<file path="src/source/core_pkg.sv">
/*
 * core package
 *   word, register-number and field typedefs
 *   ALU operation and exception code enums
 *   opcode and funct encodings of the supported instructions
 */
`timescale 1ns/1ps
`default_nettype none

package core_pkg;

    localparam int WORD_W = 32;
    localparam int REG_AW = 5;

    typedef logic [WORD_W-1:0] word_t;      // data or instruction word
    typedef logic [REG_AW-1:0] reg_addr_t;  // register number
    typedef logic [5:0]        opcode_t;    // bits 31:26
    typedef logic [5:0]        funct_t;     // bits 5:0 of R-type

    typedef enum logic [2:0] {
        ALU_ADD,
        ALU_SUB,
        ALU_AND,
        ALU_OR,
        ALU_SLT
    } alu_op_e;

    typedef enum logic [1:0] {
        EXC_NONE     = 2'd0,
        EXC_ILLEGAL  = 2'd1,  // raised in decode
        EXC_OVERFLOW = 2'd2   // raised in execute
    } exc_e;

    localparam opcode_t OP_RTYPE = 6'h00;
    localparam opcode_t OP_ADDI  = 6'h08;

    localparam funct_t FN_ADD = 6'h20;
    localparam funct_t FN_SUB = 6'h22;
    localparam funct_t FN_AND = 6'h24;
    localparam funct_t FN_OR  = 6'h25;
    localparam funct_t FN_SLT = 6'h2a;

endpackage

`default_nettype wire

</file>
<file path="src/source/pipe_ifs.sv">
/*
 * stage-to-stage interfaces
 *   exec_if    decode to execute, operands and control
 *   retire_if  execute to writeback, result and control
 */
`timescale 1ns/1ps
`default_nettype none

interface exec_if
    import core_pkg::*;
    ();

    logic      valid;
    logic      ready;
    alu_op_e   alu_op;
    word_t     operand_a;
    word_t     operand_b;   // rt value or sign-extended immediate
    reg_addr_t dest;
    logic      write_en;
    exc_e      exc;

    modport source (output valid, alu_op, operand_a, operand_b, dest, write_en, exc,
                    input  ready);
    modport sink   (input  valid, alu_op, operand_a, operand_b, dest, write_en, exc,
                    output ready);

endinterface

interface retire_if
    import core_pkg::*;
    ();

    logic      valid;
    logic      ready;
    word_t     result;
    reg_addr_t dest;
    logic      write_en;    // already cleared on any exception
    exc_e      exc;

    modport source (output valid, result, dest, write_en, exc, input ready);
    modport sink   (input  valid, result, dest, write_en, exc, output ready);

endinterface

`default_nettype wire

</file>
<file path="src/source/reg_file.sv">
/*
 * register file
 *   31 writable words, register zero reads as zero
 *   two combinational read ports, one write port
 */
`timescale 1ns/1ps
`default_nettype none

module reg_file
    import core_pkg::*;
(
    input  wire logic      SYS_clk,
    input  wire logic      SYS_reset,
    input  wire reg_addr_t rd_addr_a,
    input  wire reg_addr_t rd_addr_b,
    input  wire logic      wr_en,
    input  wire reg_addr_t wr_addr,
    input  wire word_t     wr_data,
    output word_t          rd_data_a,
    output word_t          rd_data_b
);

    word_t regs [1:31];  // no storage behind register zero

    always_ff @(posedge SYS_clk or posedge SYS_reset)
    begin
        if (SYS_reset)
        begin
            for (int i = 1; i < 32; i++)
            begin
                regs[i] <= '0;
            end
        end
        else if (wr_en && wr_addr != '0)
        begin
            regs[wr_addr] <= wr_data;
        end
    end

    // old value on a same-edge write
    assign rd_data_a = (rd_addr_a == '0) ? '0 : regs[rd_addr_a];
    assign rd_data_b = (rd_addr_b == '0) ? '0 : regs[rd_addr_b];

endmodule

`default_nettype wire

</file>
<file path="src/source/decode_stage.sv">
/*
 * decode stage
 *   instruction register on the input stream
 *   field split, ALU op select, immediate sign extension
 *   illegal instruction check
 *   hazard stall against execute, forwarding from writeback
 */
`timescale 1ns/1ps
`default_nettype none

module decode_stage
    import core_pkg::*;
(
    input  wire logic      SYS_clk,
    input  wire logic      SYS_reset,
    input  wire logic      instr_valid,
    input  wire word_t     instr,
    input  wire word_t     rd_data_a,
    input  wire word_t     rd_data_b,
    input  wire logic      fwd_valid,
    input  wire reg_addr_t fwd_dest,
    input  wire word_t     fwd_data,
    input  wire logic      ex_busy,
    input  wire reg_addr_t ex_dest,
    output logic           instr_ready,
    output reg_addr_t      rd_addr_a,
    output reg_addr_t      rd_addr_b,
    exec_if.source         ex_out
);

    logic      run_q;     // low until the first edge after reset
    logic      valid_q;
    word_t     instr_q;
    opcode_t   opcode;
    funct_t    funct;
    reg_addr_t rs;
    reg_addr_t rt;
    reg_addr_t rd;
    logic      is_rtype;
    logic      legal;
    logic      hazard;
    alu_op_e   alu_op;
    word_t     imm_ext;
    word_t     src_a;
    word_t     src_b;

    always_ff @(posedge SYS_clk or posedge SYS_reset)
    begin
        if (SYS_reset)
        begin
            run_q   <= 1'b0;
            valid_q <= 1'b0;
            instr_q <= '0;
        end
        else
        begin
            run_q <= 1'b1;
            if (instr_valid && instr_ready)
            begin
                valid_q <= 1'b1;
                instr_q <= instr;
            end
            else if (ex_out.valid && ex_out.ready)
            begin
                valid_q <= 1'b0;
            end
        end
    end

    assign opcode   = instr_q[31:26];
    assign rs       = instr_q[25:21];
    assign rt       = instr_q[20:16];
    assign rd       = instr_q[15:11];
    assign funct    = instr_q[5:0];
    assign imm_ext  = {{16{instr_q[15]}}, instr_q[15:0]};
    assign is_rtype = (opcode == OP_RTYPE);

    always_comb
    begin
        alu_op = ALU_ADD;  // addi and the illegal default
        legal  = 1'b1;
        if (is_rtype)
        begin
            case (funct)
                FN_ADD:  alu_op = ALU_ADD;
                FN_SUB:  alu_op = ALU_SUB;
                FN_AND:  alu_op = ALU_AND;
                FN_OR:   alu_op = ALU_OR;
                FN_SLT:  alu_op = ALU_SLT;
                default: legal  = 1'b0;
            endcase
        end
        else if (opcode != OP_ADDI)
        begin
            legal = 1'b0;
        end
    end

    // producer still in execute, wait for it to reach writeback
    assign hazard = ex_busy && ((ex_dest == rs) || (is_rtype && ex_dest == rt));

    assign rd_addr_a = rs;
    assign rd_addr_b = rt;

    assign src_a = (fwd_valid && rs != '0 && fwd_dest == rs) ? fwd_data : rd_data_a;
    assign src_b = (fwd_valid && rt != '0 && fwd_dest == rt) ? fwd_data : rd_data_b;

    assign ex_out.valid     = valid_q && !hazard;
    assign ex_out.alu_op    = alu_op;
    assign ex_out.operand_a = src_a;
    assign ex_out.operand_b = is_rtype ? src_b : imm_ext;
    assign ex_out.dest      = is_rtype ? rd : rt;
    assign ex_out.write_en  = legal && (ex_out.dest != '0);  // r0 writes dropped
    assign ex_out.exc       = legal ? EXC_NONE : EXC_ILLEGAL;

    assign instr_ready = run_q && (!valid_q || (ex_out.valid && ex_out.ready));

endmodule

`default_nettype wire

</file>
<file path="src/source/execute_stage.sv">
/*
 * execute stage
 *   operand register
 *   ALU for add, sub, and, or and signed slt
 *   signed overflow detection on add and sub
 */
`timescale 1ns/1ps
`default_nettype none

module execute_stage
    import core_pkg::*;
(
    input  wire logic SYS_clk,
    input  wire logic SYS_reset,
    exec_if.sink      ex_in,
    retire_if.source  rt_out,
    output logic      ex_busy,
    output reg_addr_t ex_dest
);

    logic      valid_q;
    alu_op_e   alu_op_q;
    word_t     a_q;
    word_t     b_q;
    reg_addr_t dest_q;
    logic      wen_q;
    exc_e      exc_q;
    word_t     sum;
    word_t     diff;
    word_t     result;
    logic      ovf;
    exc_e      exc;

    always_ff @(posedge SYS_clk or posedge SYS_reset)
    begin
        if (SYS_reset)
        begin
            valid_q  <= 1'b0;
            alu_op_q <= ALU_ADD;
            a_q      <= '0;
            b_q      <= '0;
            dest_q   <= '0;
            wen_q    <= 1'b0;
            exc_q    <= EXC_NONE;
        end
        else if (ex_in.valid && ex_in.ready)
        begin
            valid_q  <= 1'b1;
            alu_op_q <= ex_in.alu_op;
            a_q      <= ex_in.operand_a;
            b_q      <= ex_in.operand_b;
            dest_q   <= ex_in.dest;
            wen_q    <= ex_in.write_en;
            exc_q    <= ex_in.exc;
        end
        else if (rt_out.valid && rt_out.ready)
        begin
            valid_q <= 1'b0;
        end
    end

    assign sum  = a_q + b_q;
    assign diff = a_q - b_q;

    always_comb
    begin
        ovf = 1'b0;
        case (alu_op_q)
            ALU_ADD:
            begin
                result = sum;
                ovf    = (a_q[31] == b_q[31]) && (sum[31] != a_q[31]);
            end
            ALU_SUB:
            begin
                result = diff;
                ovf    = (a_q[31] != b_q[31]) && (diff[31] != a_q[31]);
            end
            ALU_AND: result = a_q & b_q;
            ALU_OR:  result = a_q | b_q;
            ALU_SLT: result = {31'b0, $signed(a_q) < $signed(b_q)};
            default: result = '0;
        endcase
    end

    // an earlier code wins over overflow
    assign exc = (exc_q != EXC_NONE) ? exc_q : (ovf ? EXC_OVERFLOW : EXC_NONE);

    assign rt_out.valid    = valid_q;
    assign rt_out.result   = result;
    assign rt_out.dest     = dest_q;
    assign rt_out.write_en = wen_q && (exc == EXC_NONE);
    assign rt_out.exc      = exc;

    assign ex_in.ready = !valid_q || (rt_out.valid && rt_out.ready);

    assign ex_busy = valid_q && wen_q;  // may stall on an overflow too
    assign ex_dest = dest_q;

endmodule

`default_nettype wire

</file>
<file path="src/source/writeback_stage.sv">
/*
 * writeback stage
 *   retire register and commit stream
 *   register file write on commit
 *   forwarding view for decode
 */
`timescale 1ns/1ps
`default_nettype none

module writeback_stage
    import core_pkg::*;
(
    input  wire logic SYS_clk,
    input  wire logic SYS_reset,
    input  wire logic commit_ready,
    retire_if.sink    rt_in,
    output logic      commit_valid,
    output reg_addr_t commit_dest,
    output word_t     commit_data,
    output exc_e      commit_exc,
    output logic      wr_en,
    output reg_addr_t wr_addr,
    output word_t     wr_data,
    output logic      fwd_valid,
    output reg_addr_t fwd_dest,
    output word_t     fwd_data
);

    logic      valid_q;
    word_t     data_q;    // zero when an exception is carried
    reg_addr_t dest_q;
    logic      wen_q;
    exc_e      exc_q;

    always_ff @(posedge SYS_clk or posedge SYS_reset)
    begin
        if (SYS_reset)
        begin
            valid_q <= 1'b0;
            data_q  <= '0;
            dest_q  <= '0;
            wen_q   <= 1'b0;
            exc_q   <= EXC_NONE;
        end
        else if (rt_in.valid && rt_in.ready)
        begin
            valid_q <= 1'b1;
            data_q  <= (rt_in.exc == EXC_NONE) ? rt_in.result : '0;
            dest_q  <= rt_in.dest;
            wen_q   <= rt_in.write_en;
            exc_q   <= rt_in.exc;
        end
        else if (commit_valid && commit_ready)
        begin
            valid_q <= 1'b0;
        end
    end

    assign rt_in.ready = !valid_q || (commit_valid && commit_ready);

    assign commit_valid = valid_q;
    assign commit_dest  = dest_q;
    assign commit_data  = data_q;
    assign commit_exc   = exc_q;

    assign wr_en   = valid_q && commit_ready && wen_q;  // only on the commit transfer
    assign wr_addr = dest_q;
    assign wr_data = data_q;

    assign fwd_valid = valid_q && wen_q;
    assign fwd_dest  = dest_q;
    assign fwd_data  = data_q;

endmodule

`default_nettype wire

</file>
<file path="src/source/mips_core.sv">
/*
 * core top level
 *   decode, execute and writeback stages
 *   register file and the two stage interfaces
 */
`timescale 1ns/1ps
`default_nettype none

module mips_core
    import core_pkg::*;
(
    input  wire logic      SYS_clk,
    input  wire logic      SYS_reset,
    input  wire logic      instr_valid,
    output logic           instr_ready,
    input  wire word_t     instr,
    output logic           commit_valid,
    input  wire logic      commit_ready,
    output reg_addr_t      commit_dest,
    output word_t          commit_data,
    output exc_e           commit_exc
);

    reg_addr_t rd_addr_a;
    reg_addr_t rd_addr_b;
    word_t     rd_data_a;
    word_t     rd_data_b;
    logic      wr_en;
    reg_addr_t wr_addr;
    word_t     wr_data;
    logic      fwd_valid;
    reg_addr_t fwd_dest;
    word_t     fwd_data;
    logic      ex_busy;
    reg_addr_t ex_dest;

    exec_if   u_exec_if ();
    retire_if u_retire_if ();

    decode_stage u_decode (
        .SYS_clk     (SYS_clk),
        .SYS_reset   (SYS_reset),
        .instr_valid (instr_valid),
        .instr       (instr),
        .rd_data_a   (rd_data_a),
        .rd_data_b   (rd_data_b),
        .fwd_valid   (fwd_valid),
        .fwd_dest    (fwd_dest),
        .fwd_data    (fwd_data),
        .ex_busy     (ex_busy),
        .ex_dest     (ex_dest),
        .instr_ready (instr_ready),
        .rd_addr_a   (rd_addr_a),
        .rd_addr_b   (rd_addr_b),
        .ex_out      (u_exec_if.source)
    );

    execute_stage u_execute (
        .SYS_clk   (SYS_clk),
        .SYS_reset (SYS_reset),
        .ex_in     (u_exec_if.sink),
        .rt_out    (u_retire_if.source),
        .ex_busy   (ex_busy),
        .ex_dest   (ex_dest)
    );

    writeback_stage u_writeback (
        .SYS_clk      (SYS_clk),
        .SYS_reset    (SYS_reset),
        .commit_ready (commit_ready),
        .rt_in        (u_retire_if.sink),
        .commit_valid (commit_valid),
        .commit_dest  (commit_dest),
        .commit_data  (commit_data),
        .commit_exc   (commit_exc),
        .wr_en        (wr_en),
        .wr_addr      (wr_addr),
        .wr_data      (wr_data),
        .fwd_valid    (fwd_valid),
        .fwd_dest     (fwd_dest),
        .fwd_data     (fwd_data)
    );

    reg_file u_reg_file (
        .SYS_clk   (SYS_clk),
        .SYS_reset (SYS_reset),
        .rd_addr_a (rd_addr_a),
        .rd_addr_b (rd_addr_b),
        .wr_en     (wr_en),
        .wr_addr   (wr_addr),
        .wr_data   (wr_data),
        .rd_data_a (rd_data_a),
        .rd_data_b (rd_data_b)
    );

endmodule

`default_nettype wire

</file>
<file path="config.mk">
export PLATFORM = sky130hd
export DESIGN_NAME = mips_core
export DESIGN_NICKNAME = d
export VERILOG_FILES = /design/src/source/core_pkg.sv /design/src/source/pipe_ifs.sv /design/src/source/reg_file.sv /design/src/source/decode_stage.sv /design/src/source/execute_stage.sv /design/src/source/writeback_stage.sv /design/src/source/mips_core.sv
export SDC_FILE = /design/constraint.sdc
export NUM_CORES = 2
export LEC_CHECK = 0
export BUFFER_PORTS_ARGS = -buffer_cell sky130_fd_sc_hd__buf_2
export CAP_MARGIN = 20
export CORE_UTILIZATION = 54
export CTS_BUF_LIST = sky130_fd_sc_hd__clkbuf_8
export CTS_CLUSTER_DIAMETER = 60
export DETAILED_ROUTE_END_ITERATION = 8
export PLACE_DENSITY = 0.73
export SETUP_SLACK_MARGIN = 0.02
export SLEW_MARGIN = 30
export SYNTH_ARGS = -nofsm -noshare
export SYNTH_HDL_FRONTEND = slang
export SYNTH_HIERARCHICAL = 1
export SYNTH_SLANG_ARGS = --single-unit
</file>
<file path="constraint.sdc">
create_clock -name SYS_clk -period 32.5 [get_ports SYS_clk]
set_input_delay 6.5 -clock SYS_clk [delete_from_list [all_inputs] [get_ports SYS_clk]]
set_output_delay 6.5 -clock SYS_clk [all_outputs]
set_load 0.03 [all_outputs]
</file>
* Word-level counts from Yosys, hierarchy flattened *
Cells that the tools add are included.

storage, ports and cells
  flip-flop bits (word level) = 1143
  input port bits = 36
  output and inout bits = 41

operators by class
  add/sub/neg operators = 2
  order comparisons = 5
  equality and inequality tests = 18
  mux-type cells = 32
  bitwise operators = 5
  reductions and logical operators = 43

operators with widths
  kind                                                                          number
  992-bit bitwise mux                                                           1
  32-bit two-way mux                                                            11
  32-bit binary-select mux with 5-bit select                                    2
  32-bit demux with 5-bit select                                                1
  32-bit one-hot mux with 5 select lines                                        1
  32-bit adder                                                                  1
  32-bit AND                                                                    1
  32-bit less-than comparator                                                   1
  32-bit OR                                                                     1
  32-bit subtractor                                                             1
  6-bit == test, second input constant                                          5
  1-bit logical AND                                                             21
  5-bit == test                                                                 4
  5-bit nonzero test                                                            4
  6-bit >= comparator, second input constant                                    3
  5-bit NOT with 6-bit output                                                   3
  3-bit one-hot mux with 4 select lines                                         1
  5-bit zero test                                                               2
  1-bit two-way mux                                                             10
  2-bit nonzero test                                                            4
  3-bit by 2-bit == test with 1-bit output, second input constant               2
  6-bit zero test                                                               1
  6-bit by 1-bit less-than comparator with 1-bit output, second input constant  1
  6-bit by 4-bit inequality test with 1-bit output, second input constant       1
  other kinds (13)                                                              22

* Depth between registers and ports, before layout *
  depth after elaboration = 11
  gate-level depth with buffers = 16
  depth with buffers taken out = 15

* Cells and area by module *
The synthesis kept the hierarchy.

by module, submodules not included
  module           instances  cells each  area each (um^2)  seq. area each (um^2)
  reg_file         1          4022        53369.9           24823.8
  execute_stage    1          909         7638.6            1901.8
  decode_stage     1          279         2904.0            850.8
  writeback_stage  1          241         2294.7            1026.0

* Least setup slack after synthesis *
Ideal clock, no wire load.

  path type = input to output
  start = input port commit_ready
  end = output port instr_ready
  arrival time = 7648 ps
  required time = 26000 ps
  setup slack = 18352 ps
  stages on the path = 7
  path through = nand2b_1 -> buf_6 -> clkbuf_1 -> nand2b_1 -> o32ai_1 -> nor2_1 -> and2_1

on the way
  longest elaborated chain between the ends = 7

ends and longest elaborated chain
  what                   RTL line               text
  start, declared        mips_core.sv:18        input wire logic commit_ready,
  1-bit logical AND      writeback_stage.sv:59  assign rt_in.ready = !valid_q || (commit_valid && commit_ready);
  1-bit logical OR       writeback_stage.sv:59
  via u_retire_if.ready  pipe_ifs.sv:34         logic ready;
  1-bit logical AND      execute_stage.sv:95    assign ex_in.ready = !valid_q || (rt_out.valid && rt_out.ready);
  1-bit logical OR       execute_stage.sv:95
  via u_exec_if.ready    pipe_ifs.sv:14         logic ready;
  1-bit logical AND      decode_stage.sv:116    assign instr_ready = run_q && (!valid_q || (ex_out.valid && ex_out.ready));
  1-bit logical OR       decode_stage.sv:116
  1-bit logical AND      decode_stage.sv:116
  end, declared          mips_core.sv:15        output logic instr_ready,

The timed path passes the listed nets, and every way through them passes these cells.

* Worst setup path after layout *
Same ends and word-level chain as after synthesis.

==> results.cfg <==
[logic_synthesis]
async_reset_ff_share_pct = 100
synthTopCellsByArea = dfrtp_1 43%, mux2_2 21%, mux2i_1 8.4%
synth.top_cell.area_share_pct = 43.2
synth-compound-area-share_pct = 8.59
synthCells = 5451
synth-edff-count = 0
syn_area_sq_um = 66200
synthAdderAreaFrac_pct = 1.87
ys.flop_type = dfrtp_1
synth_common_cells = 1257 x mux2_2, 1143 x dfrtp_1, 555 x mux2i_1, 334 x o22ai_1, 248 x clkbuf_1
yosys_warnings = 6
synth_top_area_cell = dfrtp_1
synth_mux_area_share_pct = 35.7
synth_top_family_by_area = multiplexers
synth_xor_area_share_pct = 0.648
synth-simple-area-share_pct = 4.27
syn_area_per_cell_sq_um = 12.1
synth.distinct_cells = 86
postSynthNetCount = 5585
synth-seq-cells = 1143
synth_seq_area_share_pct = 43.2
yosysMostFrequentCell = mux2_2

[critical_path]
critPathTopFamily = simple AND/OR/NAND/NOR gates
path_cells = buf_2, nand2b_1, buf_4, nand2b_1, o32ai_1, nor2_1, and2_1, buf_2
endpoint_kind = output port
cp_max_fo = 35
startpoint = commit_ready
worstPathBufferInverterCount = 3
arrival_ns = 8.09
reg2reg_to = u_execute/b_q[10]
crit_path_top_delay_cell = buf_4
r2r_slack_ns = 27.37
worst_setup_path_start_kind = input port
r2r_start = u_decode/instr_q[16]
cp_slowest_stage_delay_ns = 0.44
cp.depth = 8
worstSetupEndpoint = instr_ready
crit_required_ns = 26.00
critPathKind = input port to output port
rr_worst_depth = 10

[timing]
rsz0062_at_grt = false
worst_pin_slew_ns = 1.05
clock.fmax_mhz = 68.5
final_hold_viol_count = 0
post-route-period-util_pct = 44.9
finClkSkew_ns = 0.0469
holdWs_ns = 0.509
tns_ns = 0
max_slew_margin_pct = 29.8
fin_crit_ns = 14.59
slew_viol_final = 0
finalSetupViolCount = 0

[grt]
grt_start_max_net_pins = 176
grt_pass1_vias = 48455
grt-ovfl-total = 0
antenna_found_initial = 3
grt_pass1_wl_um = 315000
track_usage_pct = 33.9

[drt]
viasPerCell = 6.89
drt-pass1-iter-count = 9
vias = 48514
wirelength_um = 214000
drt_drc_violations_left = 0
drt_iter0_markers = 5822
ant_nets = 0
wl_per_cell_um = 30.4

[clock_tree]
path_clk_slew_ns = 0.06
post_cts_resized = 0
cts_setup_buffers = 0
hold_buffers = 0
cts_buffers = 190
cts_htree_levels = 4
root_buffer = clkbuf_8
cts_max_path_buffers = 3
cts_tree = done
insertion_delay_ns = 0.92
clock_sinks = 1143

[floorplan]
initial_core_util_pct = 54.4
fp.dieH_um = 352
row_count = 128
core-area_sq_um = 122000
pin_count = 77
die_w_um = 352
dieArea_sq_um = 124000

[min_path]
hp-class = register to register

[place]
numPortBuffers = 76
gp_congestion = 0.968
dp_hpwl_um = 121000

[outcome]
status = finished, final reports clean

[finish]
seqCellArea_sq_um = 28600
drive_gt1_share_pct = 37.4
nNetsFinal = 5390
synthToLayoutAreaGrowth_pct = 7.36
fillers = 9898
multiInputGateArea_sq_um = 34200

[run]
cap_violations = 0

[power_and_ir_drop]
totalPowerFinal_mw = 4.04
leakagePower_nw = 33.7
powerDensity_nw_per_um2 = 56.8
ir_drop_v = 0.0000492
## state kept, by name, indices dropped and copies added (netlist names)
name / count
u_reg_file/regs: 992
u_decode/instr_q: 32
u_execute/a_q: 32
u_execute/b_q: 32
u_writeback/commit_data: 32
u_execute/ex_dest: 5
u_writeback/commit_dest: 5
u_execute/alu_op_q: 3
u_execute/exc_q: 2
u_writeback/commit_exc: 2
u_decode/run_q: 1
u_decode/valid_q: 1
u_execute/rt_out.valid: 1
u_execute/wen_q: 1
u_writeback/commit_valid: 1
u_writeback/wen_q: 1
## per-stage QoR
step	worst slack [ns]	cells	utilization [%]	cell area [sq um]
after floorplan	12.33	5451	-	66200
after global placement	17.91	6683	54.8	66800
after detailed placement	17.95	6684	54.9	66800
after CTS	17.95	7031	58.3	70900
after global routing	17.85	7039	58.4	71100
final	17.91	7039	58.4	71100
## layout make-up
| class | count | area share [%] |
|---|---|---|
| Multi-Input combinational cell | 3572 | 48.1 |
| Sequential cell | 1143 | 40.3 |
| Clock buffer | 258 | 5.00 |
| Tap cell | 1625 | 2.86 |
| Timing Repair Buffer | 211 | 2.18 |
| Clock inverter | 89 | 0.848 |
| Inverter | 138 | 0.736 |
| Antenna cell | 3 | 0.0106 |
## where the power goes
group	internal (mW)	switching, mW	leakage [nW]
logic	0.394	0.720	15.6
registers	1.47	0.0860	15.7
clock network	0.762	0.608	2.34
total	2.62	1.41	33.7
## worst min-delay path by stage
stage,startpoint,endpoint,cells after the start
after floorplan,u_decode/run_q,u_decode/valid_q,2
after global placement,u_reg_file/regs[626],u_reg_file/regs[626],1
after detailed placement,u_writeback/commit_exc[0],u_writeback/commit_exc[0],1
after CTS,u_reg_file/regs[614],u_reg_file/regs[614],1
after global routing,u_reg_file/regs[609],u_reg_file/regs[609],1
final,u_writeback/commit_exc[1],u_writeback/commit_exc[1],1
## layer usage
| layer | GRT usage (%) | routed length, um | up-vias |
|---|---|---|---|
| li1 | - | - | 19949 |
| met1 | 44.9 | 83400 | 24987 |
| met2 | 51.0 | 95400 | 2805 |
| met3 | 8.41 | 22400 | 773 |
| met4 | 19.1 | 12600 | 0 |
| met5 | 0 | 0 | - |
## cells by family after synthesis
group | after synthesis
AOI/OAI and AO/OA | 844
buffers and inverters | 736
other | 2
muxes | 2018
DFF | 1143
adders and majority gates | 98
xor gates and xnor gates | 49
and+or+nand+nor | 561
## layout by cell type, fill, tap and decap left out, types with 7 or more instances in the layout
master and instances:
mux2_2 1257, dfrtp_1 1133, mux2i_1 555, o22ai_1 334, clkbuf_8 258, nor3_1 214, inv_1 189, mux4_2 131
buf_4 122, o21ai_0 100, ha_1 96, a21oi_1 89, nor2_1 83, buf_2 76, nand2_1 76, a221oi_1 67
o31a_1 64, a22oi_1 64, xnor2_1 39, mux2_4 38, nand4_1 38, mux2_1 37, a211oi_1 25, nand3_1 17
clkinv_2 16, nand2b_1 15, a21o_1 14, nor2_4 13, o211ai_1 12, nor2b_1 11, xor2_1 10, o21bai_1 10
o31ai_1 9, and3_1 8, nand2_4 8, nand2_2 8, bufinv_16 7, nor4_1 7, or2_2 7, a2111oi_0 7
Power figures use the tool's default switching activity.
